File: config.mk
export PLATFORM = sky130hd
export DESIGN_NAME = gradient_accumulator
export DESIGN_NICKNAME = d
export VERILOG_FILES = /design/src/rtl/bp_pkg.sv /design/src/rtl/gradient_accumulator.sv
export VERILOG_INCLUDE_DIRS = /design/src /design/src/include
export SDC_FILE = /design/constraint.sdc
export NUM_CORES = 2
export LEC_CHECK = 0
export ABC_CLOCK_PERIOD_IN_PS = 11100
export CAP_MARGIN = 30
export CORE_MARGIN = 2
export CORE_UTILIZATION = 35
export DETAILED_ROUTE_END_ITERATION = 8
export DONT_BUFFER_PORTS = 1
export HOLD_SLACK_MARGIN = 0.15
export PLACE_DENSITY = 0.48
export SYNTH_ARGS = -nofsm -noshare
export SYNTH_HDL_FRONTEND = slang
export SYNTH_SLANG_ARGS = --single-unit
File: constraint.sdc
create_clock -name clk -period 11.1 [get_ports clk]
set_input_delay 1.11 -clock clk [delete_from_list [all_inputs] [get_ports clk]]
set_output_delay 1.11 -clock clk [all_outputs]
set_load 0.03 [all_outputs]
File: src/include/bp_settings.svh
`ifndef BP_SETTINGS_SVH
`define BP_SETTINGS_SVH

// one signed fixed-point value
`define BP_DATA_W     16
`define BP_FRAC_BITS  8

// lanes per row, also rows per layer
`define BP_SIZE       3
`define BP_MAX_LAYERS 4

// read request to weight update output
`define BP_LATENCY    3

`endif

File: src/rtl/bp_pkg.sv
`default_nettype none

`include "bp_settings.svh"

package bp_pkg;

    typedef logic signed [`BP_DATA_W-1:0] fixed_t;

    // lane 0 sits in the top bits
    typedef logic [`BP_DATA_W*`BP_SIZE-1:0] row_t;

    typedef logic [$clog2(`BP_MAX_LAYERS)-1:0] layer_idx_t;
    typedef logic [$clog2(`BP_SIZE)-1:0]       row_idx_t;

    typedef enum logic {
        IDLE,
        SWEEP
    } seq_state_t;

    typedef struct packed {
        logic       en;
        layer_idx_t layer;
        row_idx_t   row;
        row_t       start_row;
        row_t       act_row;
    } store_req_t;

    typedef struct packed {
        logic       valid;
        layer_idx_t layer;
        row_idx_t   row;
    } read_tag_t;

    typedef struct packed {
        read_tag_t                tag;
        row_t [`BP_SIZE-1:0]      chain;
        row_t                     start_row;
    } chain_stage_t;

    typedef struct packed {
        read_tag_t tag;
        row_t      grad;
    } weight_update_t;

    // Q8.8 product, arithmetic shift then truncate
    function automatic fixed_t fx_mul(input fixed_t a, input fixed_t b);
        logic signed [2*`BP_DATA_W-1:0] prod;
        logic signed [2*`BP_DATA_W-1:0] scaled;
        prod = a * b;
        scaled = prod >>> `BP_FRAC_BITS;
        return scaled[`BP_DATA_W-1:0];
    endfunction

    // plain wrap, no saturation
    function automatic fixed_t fx_add(input fixed_t a, input fixed_t b);
        return a + b;
    endfunction

endpackage

`default_nettype wire

File: src/rtl/gradient_accumulator.sv
`default_nettype none

`include "bp_settings.svh"

module gradient_accumulator (
    input  logic                   clk,
    input  logic                   reset_i,
    input  bp_pkg::chain_stage_t   chain_i,
    output bp_pkg::weight_update_t update_o
);
    import bp_pkg::*;

    row_t           grad_d;
    weight_update_t update_q;

    // lane j sums chain(k, j) weighted by start lane k
    always_comb begin
        fixed_t acc;
        fixed_t term;
        grad_d = '0;
        for (int j = 0; j < `BP_SIZE; j++) begin
            acc = '0;
            for (int k = 0; k < `BP_SIZE; k++) begin
                term = fx_mul(
                    chain_i.chain[k][`BP_DATA_W*(`BP_SIZE-j)-1 -: `BP_DATA_W],
                    chain_i.start_row[`BP_DATA_W*(`BP_SIZE-k)-1 -: `BP_DATA_W]);
                acc = fx_add(acc, term);
            end
            grad_d[`BP_DATA_W*(`BP_SIZE-j)-1 -: `BP_DATA_W] = acc;
        end
    end

    always_ff @(posedge clk) begin
        if (reset_i) begin
            update_q.tag <= '0;
        end else begin
            update_q.tag <= chain_i.tag;
        end
    end

    // gradient payload follows the tag
    always_ff @(posedge clk) begin
        update_q.grad <= grad_d;
    end

    assign update_o = update_q;

endmodule

`default_nettype wire

==> results.json <==
{
  "dieArea_sq_mm": 0.2041,
  "grt_usage_pct": 21.66,
  "cts_max_level": 2,
  "path_clk_slew_ps": 100,
  "arrival_ps": 9550,
  "ys.flop_type": "dfxtp_1",
  "root_buffer": "clkbuf_16",
  "drt_iter0_markers": 2514,
  "worst_pin_slew_ps": 1146,
  "maxCapViolCount": 0,
  "wl_met2_um": 105200,
  "path_max_fanout": 48,
  "fmaxAchievable_mhz": 107.9,
  "hpwl_um": 172300,
  "grt_pass1_wl_um": 335500,
  "syn_area_sq_mm": 0.07018,
  "synth-seq-cells": 53,
  "dieHeight_um": 451.8,
  "worstSetupStartpointType": "primary input",
  "cts_setup_buffers": 0,
  "die_w_um": 451.8,
  "pin_count": 252,
  "grt.overflow.total": 0,
  "avgRoutedWirePerCell_um": 20.67,
  "synth_top_area_share_pct": 49.12,
  "critical_path_class": "in -> reg",
  "top_layer": "met4",
  "met1Wirelength_um": 90420,
  "area_growth_pct": 3.300,
  "place_congestion": 0.8917,
  "drive_gt1_share_pct": 0.6384,
  "async_flop_share_pct": 0,
  "finalCritPeriodShare_pct": 83.47,
  "crit_family": "adder cells",
  "critical_path.slowest_cell": "xor2_1",
  "start_util_pct": 35.19,
  "cts_inserted_buffers": 5,
  "syn_nets": 10598,
  "holdBufCountCts": 0,
  "synth.area.mux_share_pct": 0.01605,
  "endpoint_kind": "flop",
  "cts.sinks": 53,
  "vias": 49479,
  "yosysTopAreaCell": "fa_1",
  "hold_viol": 0,
  "synth-simple-area-share_pct": 16.36,
  "nNetsFinal": 10268,
  "ant_nets": 0,
  "firstDrtPassIters": 6,
  "io_buffers": 0,
  "ys_warn_count": 0,
  "synthAdderAreaFrac_pct": 61.10,
  "synthTopCellsByArea": "fa_1 (49%), ha_1 (12%), inv_1 (12%)",
  "final_cell_mix": "inv_1 (2,215), fa_1 (1,722), nand2_1 (1,099), and2_1 (892), ha_1 (672)",
  "synth_compound_area_share_pct": 2.774,
  "crit_buf_inv": 5,
  "synth_top_family_by_area": "adder cells",
  "wl_met3_um": 10420,
  "tns_ps": 0,
  "vias_per_cell": 4.785,
  "maxSlewHeadroom_pct": 23.05,
  "synth_seq_area_share_pct": 1.512,
  "crit_required_ps": 11380,
  "largest_reg_flops": 53,
  "syn_inst": 8005,
  "grt_pass1_vias": 55700,
  "synth_xor_area_share_pct": 4.482,
  "setup_viol": 0,
  "cts_max_path_buffers": 2,
  "synth.distinct_cells": 68,
  "rsz0062_at_grt": "no",
  "antenna_found_initial": 7,
  "ctsResizeCount": 0,
  "wl_um": 213800,
  "status": "finished clean",
  "cts_tree": "yes",
  "slowest_delay_ps": 570,
  "finalMaxSlewViolations": 0,
  "rows": 164,
  "hold_path_class": "in -> reg",
  "core_area_sq_mm": 0.1995,
  "cp_common_cell": "fa_1",
  "grt_max_degree": 50,
  "post-route-min-period_ps": 9265,
  "synth_enable_flop_cells": 0,
  "route.detailed.drc": 0,
  "final_common_cell": "inv_1",
  "syn-mean-instance-area_sq_um": 8.767
}
## layer usage
metal	vias to the layer above	global-route usage [%]
li1	22060	-
met1	26198	27.86
met2	1051	37.58
met3	170	2.983
met4	0	6.720
met5	-	0
## area by class of cell
class,instances,area (sq um)
tap,2656,3323
multi-input combinational,5380,59470
sequential,53,1061
fill,20755,127000
clock inverter,2,38.79
antenna,9,22.52
timing repair buffer,17,131.4
clock buffer,5,125.1
inverter,2218,8325
## logic make-up (layout without fill, tap and decap cells)
| logic type | Yosys count | after routing |
|---|---|---|
| buf+inv | 2572 | 2242 |
| simple gates | 2340 | 2340 |
| mux | 1 | 1 |
| fa+ha+maj | 2394 | 2394 |
| xor+xnor | 356 | 356 |
| other cells | 0 | 9 |
| flops | 53 | 53 |
| compound gates | 289 | 289 |
## per-stage QoR
stage	cell area, sq um	hold slack (ps)	utilization [%]	setup slack (ps)	cells
finish	72500	792.9	36.35	1835	10340
global route	72490	782.6	36.34	1492	10336
CTS	72440	767.4	36.32	1918	10327
detailed placement	72280	1185	36.24	1527	10320
global placement	72260	1184	36.23	1540	10317
floorplan	70180	1182	-	1775	8005
## path summary, 6_finish.rpt
path	start	end	cells past startpoint
setup / recovery	chain_i[36]	update_o[47]	32
hold / removal	reset_i	update_o[49]	1
## cell usage after synthesis, types with 3 or more instances
library cell,count
nor4_1,7
and3_1,7
a211oi_1,4
o41a_1,3
nor2_1,140
or2_1,4
o21bai_1,15
nand2b_1,56
xnor2_1,272
a21boi_1,3
nand4_1,20
clkbuf_1,350
a21oi_1,79
inv_1,2215
fa_1,1722
inv_2,3
o31a_1,4
and2_1,892
o21ai_1,24
o311ai_1,3
o211ai_1,10
or3_1,10
o21a_1,29
a221o_1,3
nand3_1,24
buf_2,3
a21o_1,30
o41ai_1,3
ha_1,672
or2_2,11
dfxtp_1,53
a31oi_1,10
nand2_1,1099
nor2b_1,33
nor3_1,32
o21ai_0,34
xor2_1,82
a2111oi_0,4
Power is left out: the tool's default activity adds up to more than one toggle a clock period on the data nets, which glitch-free logic cannot reach.
