<file path="config.mk">
export PLATFORM = sky130hd
export DESIGN_NAME = chain_multiplier
export DESIGN_NICKNAME = d
export VERILOG_FILES = /design/src/rtl/bp_pkg.sv /design/src/rtl/chain_multiplier.sv
export VERILOG_INCLUDE_DIRS = /design/src /design/src/include
export SDC_FILE = /design/constraint.sdc
export NUM_CORES = 2
export LEC_CHECK = 0
export ABC_AREA = 1
export BUFFER_PORTS_ARGS = -buffer_cell sky130_fd_sc_hd__buf_4
export CORE_MARGIN = 5
export CORE_UTILIZATION = 30
export CTS_CLUSTER_SIZE = 12
export DETAILED_ROUTE_END_ITERATION = 7
export GPL_ROUTABILITY_DRIVEN = 0
export GPL_TIMING_DRIVEN = 1
export PLACE_DENSITY = 0.52
export SYNTH_ARGS = -nofsm -noshare
export SYNTH_HDL_FRONTEND = slang
export SYNTH_SLANG_ARGS = --single-unit
</file>
<file path="constraint.sdc">
create_clock -name clk -period 14.6 [get_ports clk]
set_input_delay 2.19 -clock clk [delete_from_list [all_inputs] [get_ports clk]]
set_output_delay 2.19 -clock clk [all_outputs]
set_load 0.05 [all_outputs]
</file>
<file path="src/include/bp_settings.svh">
`ifndef BP_SETTINGS_SVH
`define BP_SETTINGS_SVH

// one signed fixed-point value
`define BP_DATA_W     16
`define BP_FRAC_BITS  8

// lanes per row, also rows per layer
`define BP_SIZE       3
`define BP_MAX_LAYERS 4

// read request to weight update output
`define BP_LATENCY    3

`endif

</file>
<file path="src/rtl/bp_pkg.sv">
`default_nettype none

`include "bp_settings.svh"

package bp_pkg;

    typedef logic signed [`BP_DATA_W-1:0] fixed_t;

    // lane 0 sits in the top bits
    typedef logic [`BP_DATA_W*`BP_SIZE-1:0] row_t;

    typedef logic [$clog2(`BP_MAX_LAYERS)-1:0] layer_idx_t;
    typedef logic [$clog2(`BP_SIZE)-1:0]       row_idx_t;

    typedef enum logic {
        IDLE,
        SWEEP
    } seq_state_t;

    typedef struct packed {
        logic       en;
        layer_idx_t layer;
        row_idx_t   row;
        row_t       start_row;
        row_t       act_row;
    } store_req_t;

    typedef struct packed {
        logic       valid;
        layer_idx_t layer;
        row_idx_t   row;
    } read_tag_t;

    typedef struct packed {
        read_tag_t                tag;
        row_t [`BP_SIZE-1:0]      chain;
        row_t                     start_row;
    } chain_stage_t;

    typedef struct packed {
        read_tag_t tag;
        row_t      grad;
    } weight_update_t;

    // Q8.8 product, arithmetic shift then truncate
    function automatic fixed_t fx_mul(input fixed_t a, input fixed_t b);
        logic signed [2*`BP_DATA_W-1:0] prod;
        logic signed [2*`BP_DATA_W-1:0] scaled;
        prod = a * b;
        scaled = prod >>> `BP_FRAC_BITS;
        return scaled[`BP_DATA_W-1:0];
    endfunction

    // plain wrap, no saturation
    function automatic fixed_t fx_add(input fixed_t a, input fixed_t b);
        return a + b;
    endfunction

endpackage

`default_nettype wire

</file>
<file path="src/rtl/chain_multiplier.sv">
`default_nettype none

`include "bp_settings.svh"

module chain_multiplier (
    input  logic                         clk,
    input  logic                         reset_i,
    input  bp_pkg::read_tag_t            read_tag_i,
    input  bp_pkg::row_t [`BP_SIZE-1:0]  cost_rows_i,
    input  bp_pkg::row_t [`BP_SIZE-1:0]  act_rows_i,
    input  bp_pkg::row_t                 start_row_i,
    output bp_pkg::chain_stage_t         chain_o
);
    import bp_pkg::*;

    row_t [`BP_SIZE-1:0] chain_d;
    chain_stage_t        chain_q;

    // chain row k, lane j is cost(k, j) times act(k, j)
    always_comb begin
        for (int k = 0; k < `BP_SIZE; k++) begin
            for (int j = 0; j < `BP_SIZE; j++) begin
                chain_d[k][`BP_DATA_W*(`BP_SIZE-j)-1 -: `BP_DATA_W] = fx_mul(
                    cost_rows_i[k][`BP_DATA_W*(`BP_SIZE-j)-1 -: `BP_DATA_W],
                    act_rows_i[k][`BP_DATA_W*(`BP_SIZE-j)-1 -: `BP_DATA_W]);
            end
        end
    end

    always_ff @(posedge clk) begin
        if (reset_i) begin
            chain_q.tag <= '0;
        end else begin
            chain_q.tag <= read_tag_i;
        end
    end

    always_ff @(posedge clk) begin
        chain_q.chain     <= chain_d;
        chain_q.start_row <= start_row_i;
    end

    assign chain_o = chain_q;

endmodule

`default_nettype wire

</file>
==> impl_metrics.env <==
export IMPL_area_growth_pct=9.59
export IMPL_async_flop_share=0
export IMPL_row_count=186
export IMPL_layout_drive_gt1_share=0.0612
export IMPL_dr_first_iter_drc_count=3004
export IMPL_period_needed_ps=7000
export IMPL_fin_nets=13100
export IMPL_dp_hpwl_um=182000
export IMPL_rsz0062_at_grt="false"
export IMPL_postCtsHoldBufs=0
export IMPL_wl_per_cell_um=15.9
export IMPL_io_pins=540
export IMPL_fmaxAchievable_mhz=143
export IMPL_grt_pass1_vias=62900
export IMPL_wl_met3_um=9660
export IMPL_regArea_um2=3940
export IMPL_drc_errors=0
export IMPL_grt_ovfl_total=0
export IMPL_fin_crit_sh=0.480
export IMPL_syn_nets=13000
export IMPL_post_cts_buffers=0
export IMPL_clkTransAtPathRegs_ps=100
export IMPL_die_area_um2=267000
export IMPL_setup_viol=0
export IMPL_worstSetupEndpointType="flip-flop"
export IMPL_die_height_um=517
export IMPL_drv_cap=0
export IMPL_start_util=0.301
export IMPL_multiInputGateArea_um2=58600
export IMPL_via_per_inst=4.33
export IMPL_syn_area_um2=77100
export IMPL_seq_area_frac_synth=0.0512
export IMPL_ys_flop_type="dfxtp_1"
export IMPL_drv_slew=0
export IMPL_grt_use_total=0.168
export IMPL_portBuffers=539
export IMPL_largest_register_ffs=197
export IMPL_htree_levels=4
export IMPL_cp_required_ps=15090
export IMPL_critPathKind="in -> reg"
export IMPL_cts_root_buf="clkbuf_16"
export IMPL_final_core_util=0.330
export IMPL_wl_met1_um=97400
export IMPL_cts_resized=0
export IMPL_top_layer="met5"
export IMPL_synth_cells=10300
export IMPL_fill_cells=27800
export IMPL_final_hold_viol_count=0
export IMPL_cp_arrival_ps=7490
export IMPL_numCtsBuffers=21
export IMPL_grt_pass1_wl_um=351000
export IMPL_vias=60100
export IMPL_worstSetupStartpointType="primary input"
export IMPL_grt_max_degree=20
export IMPL_layout_setup_ws_ps=7600
export IMPL_relSlewSlack=0.683
export IMPL_first_pass_iters=5
export IMPL_ys_seq_elements=197
export IMPL_tightest_slew_ps=472
export IMPL_clkSinkCount=197
export IMPL_core_um2=256000
export IMPL_die_x_um=517
export IMPL_clock_path_buffers=3
export IMPL_synth_cell_types=45
export IMPL_yosysWarnings=0
export IMPL_ant_nets=0
export IMPL_path_max_fanout=9
export IMPL_dp_slack_ps=6990
export IMPL_cts_tree="built"
export IMPL_wl_met2_um=108000
export IMPL_synth_edf_count=0
export IMPL_antenna_found_initial=22
export IMPL_synth_area_per_cell_um2=7.47
export IMPL_routed_wl_um=220000
export IMPL_fin_setup_tns_ps=0
export IMPL_status="complete, no violations"
export IMPL_hold_path_class="in -> reg"
[layout by cell type, fill, tap and decap left out, types with 3 or more instances in the layout]
master,instances
nand3b_1,27
nor3_1,37
o21bai_1,23
buf_4,539
inv_1,3453
or2_1,4
clkbuf_16,21
o21bai_4,3
a21o_1,19
fa_1,1674
xnor2_1,55
nand4_1,30
inv_2,8
nand3_2,4
nor2_1,257
xor2_1,115
o21ai_1,10
o211ai_1,5
ha_1,630
o21a_1,8
clkinv_1,6
nor4_1,18
a21oi_1,172
nand2_1,2761
diode_2,4
nand3_1,228
and2_1,3
a31oi_1,15
o21ai_0,83
dfxtp_1,197
nand2_2,9
o21ai_2,8
a211oi_1,10
or2_2,34
[cells in the mapped netlist, types with 2 or more instances]
master,instances,share of area
o21a_1,8,0.00078
nor2_1,257,0.013
a211oi_1,10,0.00097
o21ai_2,8,0.00091
o31ai_1,2,0.00019
xnor2_1,55,0.0062
nand2_1,2761,0.13
nand3_1,228,0.015
clkbuf_1,353,0.017
a31oi_1,15,0.0012
nor3b_1,2,0.00019
nor4_2,2,0.00032
and2_1,3,0.00024
o211ai_1,5,0.00049
a21o_1,19,0.0019
o21bai_4,3,0.00073
nand3b_1,27,0.0026
nand2_2,9,0.00073
o21ai_0,83,0.0054
inv_1,3453,0.17
nor3_1,37,0.0024
clkbuf_2,7,0.00045
nand3_2,4,0.00052
o21ai_1,10,0.00065
nand4_1,30,0.0024
ha_1,630,0.10
dfxtp_1,197,0.051
buf_1,5,0.00024
a21oi_1,172,0.011
fa_1,1674,0.43
inv_2,8,0.00039
buf_2,37,0.0024
xor2_1,115,0.013
nor4_1,18,0.0015
or2_1,4,0.00032
o21bai_2,2,0.00029
o21bai_1,23,0.0022
or2_2,34,0.0028
clkinv_1,6,0.00029
nor3_2,2,0.00026
[critical path: stages]
cell,delay [ps]
buf_4,90
clkinv_1,280
or2_2,400
fa_1,490
inv_1,60
fa_1,480
inv_1,50
fa_1,470
inv_1,50
fa_1,450
fa_1,480
inv_1,50
fa_1,510
inv_1,70
ha_1,370
inv_1,110
nor4_2,350
nand3_1,130
nand3_1,130
xor2_1,260
[through the flow]
step	hold WS, ps	instances	cell area (um2)
2_1_floorplan	2220	10300	77100
3_3_place_gp	2290	13800	83800
3_5_place_dp	2300	13800	83800
4_1_cts	1630	13900	84500
5_1_grt	1630	13900	84500
6_report	1700	13900	84500
[cell families after synthesis]
family / count (synthesis) / synth area share
compound gates: 364 / 0.0273
xor+xnor: 170 / 0.0193
fa+ha+maj: 2304 / 0.537
buf+inv: 3869 / 0.189
flops: 197 / 0.0512
simple gates: 3419 / 0.176
[worst paths after layout]
path            start     endpoint  slack (ps)  depth (start not counted)
max    act_rows_i[15]  chain_o[62]        7600                         20
min   start_row_i[47]  chain_o[47]        1700                          1
[layer usage]
layer	GRT usage	up-vias
met3	0.0208	227
li1	-	28900
met5	0	-
met2	0.293	1196
met1	0.223	29700
met4	0.0353	4
[layout make-up]
type / instances / area share
diodes: 4 / 0.000118
multi-input cells: 6257 / 0.693
clock buffers: 25 / 0.00664
inverters: 3467 / 0.154
flip-flops and latches: 197 / 0.0467
repair buffers: 539 / 0.0479
clock inverters: 8 / 0.00126
well taps: 3384 / 0.0501
Power is left out: the tool's default activity adds up to more than one toggle a clock period on the data nets, which glitch-free logic cannot reach.
