File: src/include/bp_settings.svh
`ifndef BP_SETTINGS_SVH
`define BP_SETTINGS_SVH

// one signed fixed-point value
`define BP_DATA_W     16
`define BP_FRAC_BITS  8

// lanes per row, also rows per layer
`define BP_SIZE       3
`define BP_MAX_LAYERS 4

// read request to weight update output
`define BP_LATENCY    3

`endif

File: src/rtl/bp_pkg.sv
`default_nettype none

`include "bp_settings.svh"

package bp_pkg;

    typedef logic signed [`BP_DATA_W-1:0] fixed_t;

    // lane 0 sits in the top bits
    typedef logic [`BP_DATA_W*`BP_SIZE-1:0] row_t;

    typedef logic [$clog2(`BP_MAX_LAYERS)-1:0] layer_idx_t;
    typedef logic [$clog2(`BP_SIZE)-1:0]       row_idx_t;

    typedef enum logic {
        IDLE,
        SWEEP
    } seq_state_t;

    typedef struct packed {
        logic       en;
        layer_idx_t layer;
        row_idx_t   row;
        row_t       start_row;
        row_t       act_row;
    } store_req_t;

    typedef struct packed {
        logic       valid;
        layer_idx_t layer;
        row_idx_t   row;
    } read_tag_t;

    typedef struct packed {
        read_tag_t                tag;
        row_t [`BP_SIZE-1:0]      chain;
        row_t                     start_row;
    } chain_stage_t;

    typedef struct packed {
        read_tag_t tag;
        row_t      grad;
    } weight_update_t;

    // Q8.8 product, arithmetic shift then truncate
    function automatic fixed_t fx_mul(input fixed_t a, input fixed_t b);
        logic signed [2*`BP_DATA_W-1:0] prod;
        logic signed [2*`BP_DATA_W-1:0] scaled;
        prod = a * b;
        scaled = prod >>> `BP_FRAC_BITS;
        return scaled[`BP_DATA_W-1:0];
    endfunction

    // plain wrap, no saturation
    function automatic fixed_t fx_add(input fixed_t a, input fixed_t b);
        return a + b;
    endfunction

endpackage

`default_nettype wire

File: src/rtl/cost_store.sv
`default_nettype none

`include "bp_settings.svh"

module cost_store (
    input  logic                         clk,
    input  logic                         reset_i,
    input  logic                         is_last_layer_i,
    input  bp_pkg::row_idx_t             current_input_row_i,
    input  bp_pkg::row_t                 diff_cost_i,
    output bp_pkg::row_t [`BP_SIZE-1:0]  cost_rows_o
);
    import bp_pkg::*;

    row_t [`BP_SIZE-1:0] cost_q;
    logic                row_in_range;

    // row index field is wider than the row count
    assign row_in_range = (current_input_row_i < row_idx_t'(`BP_SIZE));

    always_ff @(posedge clk) begin
        if (reset_i) begin
            cost_q <= '0;
        end else if (is_last_layer_i && row_in_range) begin
            cost_q[current_input_row_i] <= diff_cost_i;
        end
    end

    // all cost rows visible at once
    assign cost_rows_o = cost_q;

endmodule

`default_nettype wire

File: config.mk
export PLATFORM = sky130hd
export DESIGN_NAME = cost_store
export DESIGN_NICKNAME = d
export VERILOG_FILES = /design/src/rtl/bp_pkg.sv /design/src/rtl/cost_store.sv
export VERILOG_INCLUDE_DIRS = /design/src /design/src/include
export SDC_FILE = /design/constraint.sdc
export NUM_CORES = 1
export LEC_CHECK = 0
export ABC_AREA = 1
export BUFFER_PORTS_ARGS = -buffer_cell sky130_fd_sc_hd__buf_2
export CAP_MARGIN = 20
export CORE_ASPECT_RATIO = 1.5
export CORE_MARGIN = 3
export CORE_UTILIZATION = 30
export DETAILED_ROUTE_END_ITERATION = 10
export SKIP_CTS_REPAIR_TIMING = 1
export SLEW_MARGIN = 10
export SYNTH_ARGS = -nofsm -noshare
export SYNTH_HDL_FRONTEND = slang
export SYNTH_SLANG_ARGS = --single-unit
export TNS_END_PERCENT = 100
File: constraint.sdc
create_clock -name clk -period 1.3 [get_ports clk]
set_input_delay 0.195 -clock clk [delete_from_list [all_inputs] [get_ports clk]]
set_output_delay 0.195 -clock clk [all_outputs]
set_load 0.03 [all_outputs]
==> impl_metrics.json, run 1 <==
{
  "num_io_pins": 197,
  "power.total_mw": 11.18,
  "largest_register_ffs": 144,
  "crit_arrival_ns": 1.00,
  "initial_utilization": 0.3056,
  "vias": 5442,
  "ys.flop_type": "dfxtp_1",
  "ant_nets": 0,
  "synth_area_per_cell_um2": 6.426,
  "grt_pass1_wl_um": 25140,
  "die_area_um2": 21350,
  "synth_nets": 968,
  "rsz0062_at_grt": "no",
  "required_ns": 1.11,
  "core_region_area_um2": 19240,
  "yosysTopAreaCellShare": 0.4903,
  "antenna_found_initial": 0,
  "crit_family": "flip-flops",
  "drv_slew": 0,
  "placementRows": 62,
  "place_congestion": 0.7653,
  "synth.area.top_cells": "dfxtp_1, nand2_1, nor2_1",
  "grt_pass1_vias": 4994,
  "hp-class": "primary input to flop",
  "clk_pin_slew_ns": 0.06,
  "grt.overflow.total": 0,
  "tightest_slew_ns": 0.3851,
  "route.detailed.drc": 0,
  "syn-instance-count": 915,
  "clkPwrFrac": 0.435,
  "power_leakage_nw": 4.611,
  "p_per_area_nw_per_um2": 1445,
  "htree_levels": 4,
  "synthesis.area_um2": 5879,
  "clk_latency_ns": 0.41,
  "async_flop_share": 0,
  "first_iter_violations": 218,
  "max_freq_ghz": 0.8389,
  "grt_max_degree": 61,
  "fin_nets": 1151,
  "wire_per_inst_um": 11.47,
  "yosys.area_share.simple": 0.3728,
  "cts_sinks": 144,
  "drtPass1Iterations": 4,
  "internal_power_mw": 7.971,
  "fin_skew_ns": 0,
  "synth-xor-area-share": 0,
  "power_frac_seq": 0.426,
  "netlist_top_cells_count": "nand2_1, nor2_1, inv_1",
  "yosysSeqAreaShare": 0.4903,
  "via_per_inst": 3.981,
  "hold_viol_final": 0,
  "synthAdderAreaFrac": 0,
  "yosys.area.top_type": "dfxtp_1",
  "die-width_um": 120.3,
  "p_sw_mw": 3.213,
  "cts_root_buf": "clkbuf_16",
  "setup_viol": 0,
  "yosysWarnings": 0,
  "io_buffers": 196,
  "tns_ns": 0,
  "drive_gt1_frac": 0.2196,
  "max_cap_violations": 0,
  "ir_drop_v": 0.0005760,
  "r2r_setup_slack_ns": 0.64,
  "relSlewSlack": 0.7433,
  "startpoint_type": "flop",
  "cts_buffer_depth": 2,
  "die_h_um": 177.5,
  "crit_type": "flop to output port",
  "synthMuxAreaShare": 0,
  "status": "complete, no violations",
  "combPwrFrac": 0.139,
  "syn2layout_area_growth_pct": 31.62,
  "antenna_cells": 0,
  "synth-edff-count": 0,
  "post-route-period-util": 0.9170,
  "cts_buffers": 17,
  "crit_fanout": 2,
  "path_buf_inv": 1,
  "synth_compound_gate_area_share": 0,
  "crit_chain": "buf_2",
  "cts_tree": "yes",
  "yosys_register_bits": 144,
  "p_sw_frac": 0.2873,
  "period_minus_slack_ns": 1.192,
  "hpwl_um": 11140,
  "routed_wl_um": 15670,
  "cp-end-kind": "output port",
  "nFillCells": 2087,
  "synth_cell_types": 9,
  "critPathSlowestCell": "dfxtp_1",
  "synth_top_family_by_area": "simple AND/OR/NAND/NOR gates",
  "grt_usage": 0.1486,
  "max_stage_delay_ns": 0.37
}
per-layer routing:
metal,track usage,wire [um]
met5,0,0
met4,0.06096,394
met3,0.04273,857
met2,0.2688,7931
met1,0.1619,6489
worst paths after layout:
path                                       start          endpoint  depth (start not counted)
worst max-delay path              cost_rows_o[6]    cost_rows_o[6]                          1
worst min-delay path             diff_cost_i[22]   cost_rows_o[22]                          3
worst max register to register    cost_rows_o[6]    cost_rows_o[6]                          4
worst min register to register  cost_rows_o[138]  cost_rows_o[138]                          4
stage by stage:
stage,util,setup slack (ns),cell area [um2],hold slack [ns],std cells
6_report,0.4023,0.1079,7739,0.03910,1367
4_1_cts,0.4023,0.07700,7739,0.01533,1367
2_1_floorplan,-,0.3723,5879,0.3299,915
3_5_place_dp,0.3717,0.1164,7151,0.4574,1335
5_1_grt,0.4023,0.06567,7739,0.02985,1367
3_3_place_gp,0.3717,0.1342,7151,0.4537,1335
final cells by class:
type	instances	area [um2]	area share
inverter	147	554.3	0.07162
clock inverter	14	158.9	0.02053
timing repair buffer	209	1179	0.1523
sequential	144	2883	0.3725
multi-input combinational	579	2215	0.2862
tap	256	320.3	0.04139
clock buffer	18	429.2	0.05546
cell usage in the layout, fill, tap and decap left out, drive strengths merged:
cell type and n:
dfxtp 144, bufinv 2, clkbuf 18, buf 209, nand2 288, clkinvlp 4, nand3 3, inv 151
nor2 288, clkinv 4
power groups by stage:
| stage | registers [mW] | clock network (mW) | logic, mW |
|---|---|---|---|
| global route | 4.79 | 5.21 | 1.74 |
| detailed placement | 4.86 | 0 | 1.57 |
| floorplan | 5.31 | 0 | 0.572 |
| finish | 4.76 | 4.87 | 1.55 |
| CTS | 4.76 | 5.03 | 1.58 |
| global placement | 4.85 | 0 | 1.56 |
kinds of logic after synthesis:
| family | Yosys count |
|---|---|
| buffers and inverters | 192 |
| AND/OR/NAND/NOR | 579 |
| flip-flops | 144 |
(Power assumes the default switching activity.)
==> inputs of run 2 (changes only) <==
- clock period: 1.3 -> 1.1 ns (I/O delays scaled with it)
==> run 2 against run 1 <==
Effect of this change:
- global-route usage is essentially flat
- clock skew is the same
- via count grew 0.85%
- largest power group unchanged
==> impl_metrics.json, run 2 (same netlist as run 1, synthesis figures left out) <==
{
  "die-width_um": 120.3,
  "status": "complete, no violations",
  "grt_pass1_vias": 5104,
  "clk_latency_ns": 0.41,
  "tightest_slew_ns": 0.3045,
  "post-place-ws_ns": 0.008226,
  "setup_viol": 0,
  "hp-class": "primary input to flop",
  "placementRows": 62,
  "power.total_mw": 13.69,
  "clkPwrFrac": 0.423,
  "die_area_um2": 21350,
  "initial_utilization": 0.3056,
  "fin_nets": 1150,
  "cp-end-kind": "output port",
  "final_cell_mix": "nor2_1, nand2_1, inv_1",
  "hpwl_um": 11070,
  "p_sw_mw": 3.854,
  "grt_pass1_wl_um": 25560,
  "htree_levels": 4,
  "power_leakage_nw": 4.800,
  "combPwrFrac": 0.158,
  "syn2layout_area_growth_pct": 49.61,
  "crit_arrival_ns": 0.90,
  "internal_power_mw": 9.835,
  "max_cap_violations": 0,
  "num_io_pins": 197,
  "power_frac_seq": 0.419,
  "critPathSlowestCell": "dfxtp_1",
  "drv_slew": 0,
  "core_region_area_um2": 19240,
  "nFillCells": 1948,
  "rsz0062_at_grt": "yes",
  "first_iter_violations": 317,
  "grt.overflow.total": 0,
  "timing.hold.ws_ns": 0.01713,
  "antenna_found_initial": 1,
  "relSlewSlack": 0.7970,
  "route.detailed.drc": 0,
  "cts_tree": "yes",
  "fin_skew_ns": 0,
  "cts_buffers": 17,
  "drive_gt1_frac": 0.3234,
  "max_stage_delay_ns": 0.35,
  "p_per_area_nw_per_um2": 1556,
  "crit_fanout": 2,
  "largest_register_ffs": 144,
  "post-route-period-util": 0.9698,
  "die_h_um": 177.5,
  "hold_viol_final": 0,
  "period_minus_slack_ns": 1.067,
  "wire_per_inst_um": 11.80,
  "required_ns": 0.94,
  "ir_drop_v": 0.0007193,
  "grt_max_degree": 65,
  "ant_nets": 0,
  "cts_root_buf": "clkbuf_16",
  "crit_type": "flop to output port",
  "path_buf_inv": 1,
  "vias": 5488,
  "max_freq_ghz": 0.9374,
  "io_buffers": 196,
  "setup_slack_ns": 0.03319,
  "grt_usage": 0.1490,
  "crit_family": "flip-flops",
  "routed_wl_um": 16140,
  "drtPass1Iterations": 4,
  "place_congestion": 0.7846,
  "cts_sinks": 144,
  "startpoint_type": "flop",
  "clk_pin_slew_ns": 0.07,
  "p_sw_frac": 0.2815,
  "crit_chain": "buf_6",
  "cts_buffer_depth": 2,
  "via_per_inst": 4.015
}
[run 2: worst paths after layout]
| kind | from | end | slack [ns] | cells past startpoint |
|---|---|---|---|---|
| worst min register to register | cost_rows_o[111] | cost_rows_o[111] | 0.51 | 4 |
| worst max register to register | cost_rows_o[31] | cost_rows_o[31] | 0.42 | 4 |
| worst min-delay path | diff_cost_i[19] | cost_rows_o[19] | 0.02 | 3 |
| worst max-delay path | cost_rows_o[74] | cost_rows_o[74] | 0.03 | 1 |
[run 2: worst reg2reg max path: stages, from the launching register on]
cell,delay [ns]
dfxtp_1,0.34
inv_1,0.04
nand2_1,0.06
nand2_1,0.06
nor2_1,0.11
[run 2: layer usage]
metal	up-vias	wire length, um	global-route usage
li1	2947	-	-
met1	2394	6474	0.1674
met2	125	8403	0.2644
met3	22	781	0.03444
met4	0	478	0.07136
met5	-	0	0
[run 2: area by class of cell]
class	instances	area, um2	area share
repair buffers	208	2083	0.2368
clock buffers	18	439.2	0.04993
inverters	147	554.3	0.06302
diodes	1	2.502	0.0002845
well taps	256	320.3	0.03642
flip-flops and latches	144	3027	0.3441
clock inverters	14	155.1	0.01764
multi-input cells	579	2215	0.2518
[run 2: metrics by stage]
stage | util | TNS [ns] | area (um2) | instances
5_1_grt | 0.4572 | -0.04288 | 8796 | 1367
6_report | 0.4572 | 0 | 8796 | 1367
3_3_place_gp | 0.3732 | 0 | 7181 | 1334
3_5_place_dp | 0.3732 | 0 | 7181 | 1334
2_1_floorplan | - | 0 | 5879 | 915
4_1_cts | 0.4041 | -4.722 | 7775 | 1366
[run 2: power groups by stage]
| stage | Combinational [mW] | Sequential (mW) | Clock, mW |
|---|---|---|---|
| floorplan | 0.676 | 6.28 | 0 |
| global placement | 1.85 | 5.73 | 0 |
| detailed placement | 1.87 | 5.74 | 0 |
| CTS | 1.88 | 5.63 | 6.01 |
| global route | 2.38 | 5.76 | 6.19 |
| finish | 2.17 | 5.73 | 5.79 |
