<file path="src/include/bp_settings.svh">
`ifndef BP_SETTINGS_SVH
`define BP_SETTINGS_SVH

// one signed fixed-point value
`define BP_DATA_W     16
`define BP_FRAC_BITS  8

// lanes per row, also rows per layer
`define BP_SIZE       3
`define BP_MAX_LAYERS 4

// read request to weight update output
`define BP_LATENCY    3

`endif

</file>
<file path="src/rtl/bp_pkg.sv">
`default_nettype none

`include "bp_settings.svh"

package bp_pkg;

    typedef logic signed [`BP_DATA_W-1:0] fixed_t;

    // lane 0 sits in the top bits
    typedef logic [`BP_DATA_W*`BP_SIZE-1:0] row_t;

    typedef logic [$clog2(`BP_MAX_LAYERS)-1:0] layer_idx_t;
    typedef logic [$clog2(`BP_SIZE)-1:0]       row_idx_t;

    typedef enum logic {
        IDLE,
        SWEEP
    } seq_state_t;

    typedef struct packed {
        logic       en;
        layer_idx_t layer;
        row_idx_t   row;
        row_t       start_row;
        row_t       act_row;
    } store_req_t;

    typedef struct packed {
        logic       valid;
        layer_idx_t layer;
        row_idx_t   row;
    } read_tag_t;

    typedef struct packed {
        read_tag_t                tag;
        row_t [`BP_SIZE-1:0]      chain;
        row_t                     start_row;
    } chain_stage_t;

    typedef struct packed {
        read_tag_t tag;
        row_t      grad;
    } weight_update_t;

    // Q8.8 product, arithmetic shift then truncate
    function automatic fixed_t fx_mul(input fixed_t a, input fixed_t b);
        logic signed [2*`BP_DATA_W-1:0] prod;
        logic signed [2*`BP_DATA_W-1:0] scaled;
        prod = a * b;
        scaled = prod >>> `BP_FRAC_BITS;
        return scaled[`BP_DATA_W-1:0];
    endfunction

    // plain wrap, no saturation
    function automatic fixed_t fx_add(input fixed_t a, input fixed_t b);
        return a + b;
    endfunction

endpackage

`default_nettype wire

</file>
<file path="src/rtl/update_sequencer.sv">
`default_nettype none

`include "bp_settings.svh"

module update_sequencer (
    input  logic               clk,
    input  logic               reset_i,
    input  logic               active_train_i,
    input  logic               read_update_data_i,
    input  bp_pkg::layer_idx_t current_input_layer_i,
    input  bp_pkg::row_idx_t   current_input_row_i,
    input  bp_pkg::row_t       diff_start_i,
    input  bp_pkg::row_t       diff_act_i,
    output bp_pkg::store_req_t store_req_o,
    output bp_pkg::read_tag_t  read_tag_o
);
    import bp_pkg::*;

    seq_state_t state_q;
    seq_state_t state_d;
    layer_idx_t layer_cnt_q;
    row_idx_t   row_cnt_q;
    logic       last_row;
    logic       last_layer;

    assign last_row   = (row_cnt_q == row_idx_t'(`BP_SIZE - 1));
    assign last_layer = (layer_cnt_q == layer_idx_t'(`BP_MAX_LAYERS - 1));

    always_comb begin
        state_d = state_q;
        case (state_q)
            IDLE: begin
                if (read_update_data_i) begin
                    state_d = SWEEP;
                end
            end
            SWEEP: begin
                if (!read_update_data_i) begin
                    state_d = IDLE;
                end
            end
            default: begin
                state_d = IDLE;
            end
        endcase
    end

    // row counts fastest, then layer, wrapping after the last pair
    always_ff @(posedge clk) begin
        if (reset_i) begin
            state_q     <= IDLE;
            layer_cnt_q <= '0;
            row_cnt_q   <= '0;
        end else begin
            state_q <= state_d;
            if (read_update_data_i) begin
                if (last_row) begin
                    row_cnt_q   <= '0;
                    layer_cnt_q <= last_layer ? '0 : layer_cnt_q + 1'b1;
                end else begin
                    row_cnt_q <= row_cnt_q + 1'b1;
                end
            end else if (state_q == SWEEP) begin
                // sweep ended, next one starts at the first pair
                row_cnt_q   <= '0;
                layer_cnt_q <= '0;
            end
        end
    end

    // training writes are locked out during readout
    assign store_req_o.en        = active_train_i && !read_update_data_i;
    assign store_req_o.layer     = current_input_layer_i;
    assign store_req_o.row       = current_input_row_i;
    assign store_req_o.start_row = diff_start_i;
    assign store_req_o.act_row   = diff_act_i;

    assign read_tag_o.valid = read_update_data_i;
    assign read_tag_o.layer = layer_cnt_q;
    assign read_tag_o.row   = row_cnt_q;

endmodule

`default_nettype wire

</file>
<file path="config.mk">
export PLATFORM = sky130hd
export DESIGN_NAME = update_sequencer
export DESIGN_NICKNAME = d
export VERILOG_FILES = /design/src/rtl/bp_pkg.sv /design/src/rtl/update_sequencer.sv
export VERILOG_INCLUDE_DIRS = /design/src /design/src/include
export SDC_FILE = /design/constraint.sdc
export NUM_CORES = 1
export LEC_CHECK = 0
export BUFFER_PORTS_ARGS = -buffer_cell sky130_fd_sc_hd__buf_4
export CAP_MARGIN = 0
export CORE_AREA = 2 2 81 83
export DETAILED_ROUTE_END_ITERATION = 8
export DIE_AREA = 0 0 83 85
export GPL_TIMING_DRIVEN = 0
export PLACE_DENSITY_LB_ADDON = 0.15
export SKIP_CTS_REPAIR_TIMING = 1
export SLEW_MARGIN = 20
export SYNTH_ARGS = -nofsm -noshare
export SYNTH_HDL_FRONTEND = slang
export SYNTH_SLANG_ARGS = --single-unit
</file>
<file path="constraint.sdc">
create_clock -name clk -period 1.5 [get_ports clk]
set_input_delay 0.225 -clock clk [delete_from_list [all_inputs] [get_ports clk]]
set_output_delay 0.225 -clock clk [all_outputs]
set_load 0.01 [all_outputs]
</file>
==> flow_metrics.py, run 1 <==
metrics = {
    "cells_and_area": {
        "final_net_count": 343,
        "share_of_final_layout_standard_cells_stronger_than_drive_strength_1_pct": 90.3,
        "num_antenna_cells": 0,
        "count_of_non_filler_cells_in_the_finished_layout": 314,
        "finalInstanceArea_um2": 1930,
        "num-fill-cells": 693,
        "area_growth_syn_to_layout_pct": 98.6,
    },
    "logic_synthesis": {
        "yosys.area.top_type": "buf_4",
        "syn-instance-count": 124,
        "netlist_area_um2": 973,
        "synth_area_per_cell_um2": 7.85,
        "yosys.cell_types.count": 15,
        "synth_area_leaders": "buf_4, dfxtp_1, a21oi_1",
        "synth_top_area_share_pct": 77.9,
        "synth-seq-cells": 5,
        "syn-num-nets": 229,
        "synthesis.yosys.warnings": 0,
        "seq_area_frac_synth_pct": 10.3,
    },
    "timing": {
        "rsz0062_at_grt": "false",
        "maximum_clock_frequency_mhz": 934,
        "clock_skew_ps": 0.638,
        "finalWorstPathRequiredPeriod_ps": 1070,
        "slew_violations": 0,
        "timing_worst_slew_pin_value_ps": 227,
        "fin_setup_tns_ps": 0,
        "timing.max_slew.rel_slack_pct": 84.9,
        "post-route-worst-setup-slack_ps": 429,
        "timing.final.crit_share_pct": 71.4,
        "hold_violations": 0,
        "setup_viol": 0,
    },
    "hold_path": {
        "min-delay-path-class": "input pin to register",
    },
    "placement": {
        "pre_cts_slack_ps": 426,
        "globalplace.congestion": 0.666,
        "dp_cells": 310,
        "io_buffer_count": 109,
        "detailedPlacementHpwl_um": 2650,
        "place_area_um2": 1890,
    },
    "global_route": {
        "grt_start_max_net_pins": 10,
        "grt_pass1_vias": 864,
        "globalRouteTotalUtil_pct": 6.59,
        "grt_first_pass_wirelength_um": 3880,
        "antenna_violations_before_repair": 0,
        "global_route.overflow_total": 0,
    },
    "floorplanning": {
        "rows": 29,
        "number_of_i_o_pins": 210,
        "die_x_um": 83,
        "start_util_pct": 15.7,
        "die-height_um": 85,
        "design.die.area_um2": 7060,
        "core_region_area_um2": 6200,
    },
    "route": {
        "ant_nets": 0,
        "remaining_drc_errors": 0,
        "detailedRoute.firstPassIterationCount": 4,
        "drt-vias-per-instance": 3.30,
        "initialDrtViolationCount": 6,
        "via_count": 1035,
        "route.detailed.wl_per_inst_um": 8.89,
        "wirelength_um": 2790,
    },
    "clocking": {
        "clock_tree.buffer_depth": 2,
        "clk_transition_reported_paths_ps": 40,
        "clkSinkCount": 5,
        "htreeDepth": 1,
        "cts_tree": "yes",
        "numCtsBuffers": 3,
        "clk_latency_ps": 220,
        "clock_tree.root_cell": "clkbuf_8",
    },
    "power_and_ir_drop": {
        "comb_power_share_pct": 57.0,
        "leakagePower_nw": 1.12,
        "final_power_uw": 911,
        "pwrdens_nw_per_um2": 471,
        "cell_internal_pwr_uw": 670,
        "power.share.sequential_pct": 16.0,
        "power.clock.fraction_pct": 27.1,
        "sw_frac_of_total_pct": 26.5,
        "switching_power_uw": 241,
        "vdd.ir_drop.worst_mv": 0.423,
    },
    "critical_path": {
        "endpoint": "layer_cnt_q[0]",
        "setup.worst_path.start": "row_cnt_q[0]",
        "reg2reg_depth": 3,
        "timing.rr.end": "layer_cnt_q[0]",
        "crit_path_max_fanout": 6,
        "worstPathRequired_ps": 1650,
        "setup.worst_path.end_class": "register",
        "reg2reg_setup_slack_ps": 430,
        "crit_type": "register to register",
        "timing.rr.start": "row_cnt_q[0]",
        "critPathLaunchType": "register",
        "arrival_ps": 1220,
    },
    "flow_run": {
        "cap_violations": 0,
    },
    "status": {
        "status": "finished clean",
    },
}
## flip-flops by register name, summed over array words and instances (netlist names)
name         flops
layer_cnt_q      2
row_cnt_q        2
state_q          1
## metrics by stage
step | hold slack (ps) | utilization (%)
3_3_place_gp | 437 | 30.4
6_report | 207 | 31.2
5_1_grt | 206 | 31.2
2_1_floorplan | 294 | -
4_1_cts | 207 | 31.2
3_5_place_dp | 438 | 30.4
## kinds of logic (layout without fill, tap and decap cells)
family | count (synthesis) | in the layout | share of synthesized area, %
AO/OA/AOI/OAI | 4 | 4 | 2.06
adder cells (fa/ha/maj) | 1 | 1 | 1.29
buffers and inverters | 101 | 214 | 77.9
flip-flops | 5 | 5 | 10.3
AND/OR/NAND/NOR | 13 | 13 | 8.49
## worst max-delay path, stage by stage (launching register included)
cell      delay, ps
dfxtp_1         340
nand3b_2        230
or3_1           310
a21oi_1         120
## cell usage in the layout, fill, tap and decap left out
cell type,n
nand2b_1,1
nor3b_1,1
dfxtp_1,5
nand3b_1,1
nand3b_2,1
nor2_1,2
a21oi_1,4
or3_1,1
ha_1,1
clkbuf_1,1
nand4b_1,1
nand3_1,2
nor2b_1,1
nand2_1,1
buf_4,210
clkbuf_8,3
and2b_1,1
## area by class of cell
type                            instances  area (um^2)  share of cell area, %
Buffer                                101          758                   39.2
Clock buffer                            4         45.0                   2.33
Multi-Input combinational cell         18          115                   5.95
Sequential cell                         5          100                   5.18
Tap cell                               77         96.3                   4.98
Timing Repair Buffer                  109          818                   42.3
## power by group through the flow
stage               registers (mW)  logic [mW]  clock network [mW]
CTS                          0.146       0.526               0.253
finish                       0.145       0.519               0.247
global placement             0.147       0.527                   0
detailed placement           0.148       0.526                   0
floorplan                    0.147       0.291                   0
global route                 0.147       0.553               0.269
## cell usage after synthesis
| cell | n |
|---|---|
| a21oi_1 | 4 |
| and2b_1 | 1 |
| buf_4 | 101 |
| dfxtp_1 | 5 |
| ha_1 | 1 |
| nand2_1 | 1 |
| nand2b_1 | 1 |
| nand3_1 | 2 |
| nand3b_1 | 1 |
| nand3b_2 | 1 |
| nand4b_1 | 1 |
| nor2_1 | 2 |
| nor2b_1 | 1 |
| nor3b_1 | 1 |
| or3_1 | 1 |
## layer usage
layer,share of wire (%),GRT usage [%],vias up,wire length (um)
li1,-,-,510,-
met1,28,6.60,400,795
met2,51,11.7,125,1420
met3,21,4.77,0,578
met4,0,0.447,0,0
met5,0,0,-,0
## worst min-delay path by stage
stage	start	end	slack [ps]	depth (start not counted)
after CTS	reset_i	layer_cnt_q[1]	210	2
after detailed placement	reset_i	layer_cnt_q[1]	440	2
after global routing	reset_i	layer_cnt_q[1]	210	2
final	reset_i	layer_cnt_q[1]	210	2
after global placement	reset_i	layer_cnt_q[0]	440	2
after floorplan	reset_i	layer_cnt_q[0]	290	1
Power figures use the tool's default switching activity.
==> inputs of run 2 (changes only) <==
--- a/config.mk
+++ b/config.mk
@@ -6,11 +6,12 @@
 export SDC_FILE = /design/constraint.sdc
 export NUM_CORES = 1
 export LEC_CHECK = 0
+export ABC_AREA = 1
 export BUFFER_PORTS_ARGS = -buffer_cell sky130_fd_sc_hd__buf_4
 export CAP_MARGIN = 0
-export CORE_AREA = 2 2 81 83
+export CORE_AREA = 2 2 82 84
 export DETAILED_ROUTE_END_ITERATION = 8
-export DIE_AREA = 0 0 83 85
+export DIE_AREA = 0 0 84 86
 export GPL_TIMING_DRIVEN = 0
 export PLACE_DENSITY_LB_ADDON = 0.15
 export SKIP_CTS_REPAIR_TIMING = 1
==> constraint.sdc (replaced) <==
create_clock -name clk -period 0.9 [get_ports clk]
set_input_delay 0.135 -clock clk [delete_from_list [all_inputs] [get_ports clk]]
set_output_delay 0.135 -clock clk [all_outputs]
set_load 0.01 [all_outputs]
==> flow_metrics.py, run 2 <==
metrics = {
    "cells_and_area": {
        "mostFrequentLayoutCells": "buf_4, nor2_1, nand2_1",
        "count_of_non_filler_cells_in_the_finished_layout": 326,
        "utilization_pct": 31.9,
        "top_regs": "layer_cnt_q x2, row_cnt_q x2, state_q x1",
        "final_common_cell": "buf_4",
        "num_antenna_cells": 0,
        "area_growth_syn_to_layout_pct": 96.7,
        "share_of_final_layout_standard_cells_stronger_than_drive_strength_1_pct": 90.0,
        "final_net_count": 355,
        "finalInstanceArea_um2": 2000,
    },
    "route": {
        "via_count": 1080,
        "wirelength_um": 2860,
        "drt-vias-per-instance": 3.31,
        "ant_nets": 0,
        "initialDrtViolationCount": 4,
        "remaining_drc_errors": 0,
        "route.detailed.wl_per_inst_um": 8.78,
        "detailedRoute.firstPassIterationCount": 4,
    },
    "critical_path": {
        "cp_cell_sequence": "ha_4, nand2_1, a21boi_2, nor2_1",
        "crit_path_max_fanout": 4,
        "crit_type": "register to register",
        "critical_path_buf_inv_count": 0,
        "critPathLaunchType": "register",
        "crit_slowest_cell": "dfxtp_4",
        "slowest_delay_ps": 350,
        "setup.worst_path.end_class": "register",
        "family_of_cells_with_the_greatest_summed_delay_on_the_critical_path": "flip-flops",
        "arrival_ps": 1060,
        "worstPathRequired_ps": 1050,
    },
    "timing": {
        "maximum_clock_frequency_mhz": 1100,
        "slew_violations": 0,
        "setup_viol": 1,
        "post-route-worst-setup-slack_ps": -9.27,
        "timing.max_slew.rel_slack_pct": 85.9,
        "finalWorstPathRequiredPeriod_ps": 909,
        "timing.final.crit_share_pct": 101,
        "timing_worst_slew_pin_value_ps": 210,
        "clock_skew_ps": 0.141,
        "hold_violations": 0,
        "rsz0062_at_grt": "true",
    },
    "logic_synthesis": {
        "synth_top_area_share_pct": 74.4,
        "yosys.area.top_type": "buf_4",
        "synth_flop_cell": "dfxtp_1",
        "most_frequently_used_cell_type_in_the_post_synthesis_netlist": "buf_4",
        "yosys.cell_types.count": 16,
        "postSynth.asyncResetShare_pct": 0,
        "syn-instance-count": 136,
        "syn-num-nets": 241,
        "synth_area_per_cell_um2": 7.49,
        "synth.top_cells.by_count": "buf_4, nor2_1, nand2_1, dfxtp_1, inv_1",
        "synth_area_leaders": "buf_4, dfxtp_1, nor2_1",
        "seq_area_frac_synth_pct": 9.83,
        "synth_edf_count": 0,
        "synth-seq-cells": 5,
        "netlist_area_um2": 1020,
        "synthesis.yosys.warnings": 0,
    },
    "power_and_ir_drop": {
        "vdd.ir_drop.worst_mv": 0.281,
        "comb_power_share_pct": 57.8,
        "sw_frac_of_total_pct": 27.6,
        "cell_internal_pwr_mw": 1.15,
        "switching_power_uw": 437,
        "power.share.sequential_pct": 16.1,
        "power.clock.fraction_pct": 26.1,
        "leakagePower_nw": 1.17,
        "pwrdens_nw_per_um2": 792,
        "final_power_mw": 1.59,
    },
    "global_route": {
        "antenna_violations_before_repair": 0,
        "grt_start_max_net_pins": 9,
        "grt_pass1_vias": 932,
        "globalRouteTotalUtil_pct": 6.84,
        "global_route.overflow_total": 0,
        "grt_first_pass_wirelength_um": 4050,
    },
    "clocking": {
        "clock_tree.root_cell": "clkbuf_8",
        "cts_tree": "yes",
        "clock_tree.buffer_depth": 2,
        "clk_transition_reported_paths_ps": 40,
        "numCtsBuffers": 3,
        "clk_latency_ps": 220,
        "htreeDepth": 1,
        "clkSinkCount": 5,
    },
    "hold_path": {
        "min-delay-path-class": "input pin to register",
    },
    "placement": {
        "detailedPlacementHpwl_um": 2680,
        "dp_cells": 321,
        "globalplace.congestion": 0.663,
        "place_area_um2": 1930,
        "io_buffer_count": 108,
    },
    "floorplanning": {
        "number_of_i_o_pins": 210,
        "rows": 29,
        "core_region_area_um2": 6280,
        "die-height_um": 86,
        "start_util_pct": 16.2,
        "die_x_um": 84,
        "design.die.area_um2": 7220,
    },
    "flow_run": {
        "cap_violations": 0,
    },
    "status": {
        "failed_checks": "negative setup slack",
        "status": "complete, but fails checks",
    },
}
## run 2: power by group through the flow
stage               logic [mW]  clock network, mW  registers, mW
floorplan                0.520                  0          0.260
global placement         0.921                  0          0.257
detailed placement       0.921                  0          0.256
CTS                      0.922              0.430          0.253
global route             0.983              0.447          0.258
finish                   0.917              0.415          0.255
## run 2: worst paths after layout
check                  from              to  slack (ps)  cells past startpoint
min reg2reg    row_cnt_q[0]    row_cnt_q[0]         500                      2
max          layer_cnt_q[0]  layer_cnt_q[1]          -9                      4
max reg2reg  layer_cnt_q[0]  layer_cnt_q[1]          -9                      4
min                 reset_i    row_cnt_q[1]          90                      2
## run 2: cell type report
class	instances	area, um^2
buffer	102	769
clock buffer	4	45.0
fill	665	4270
inverter	5	21.3
multi-input combinational	24	146
sequential	5	106
tap	77	96.3
timing repair buffer	109	818
## run 2: cell families after synthesis
logic type,after synthesis,synth area share [%]
DFF,5,9.83
and+or+nand+nor,19,9.09
AOI/OAI and AO/OA,4,2.21
adders and majority gates,1,1.23
buffers and inverters,107,77.6
## run 2: per-layer routing
layer / up-vias / routed length, um / global-route usage, %
li1: 534 / - / -
met1: 414 / 770 / 6.02
met2: 126 / 1410 / 12.6
met3: 6 / 619 / 3.95
met4: 0 / 61 / 3.23
met5: - / 0 / 0
## run 2: through the flow
stage	TNS (ps)	setup WS (ps)	hold slack, ps
after global routing	-159	-79.9	99.4
after global placement	-40.1	-40.1	319
final	-9.27	-9.27	86.2
after floorplan	-24.3	-24.3	204
after detailed placement	-35.1	-35.1	315
after CTS	-40.8	-40.8	82.1
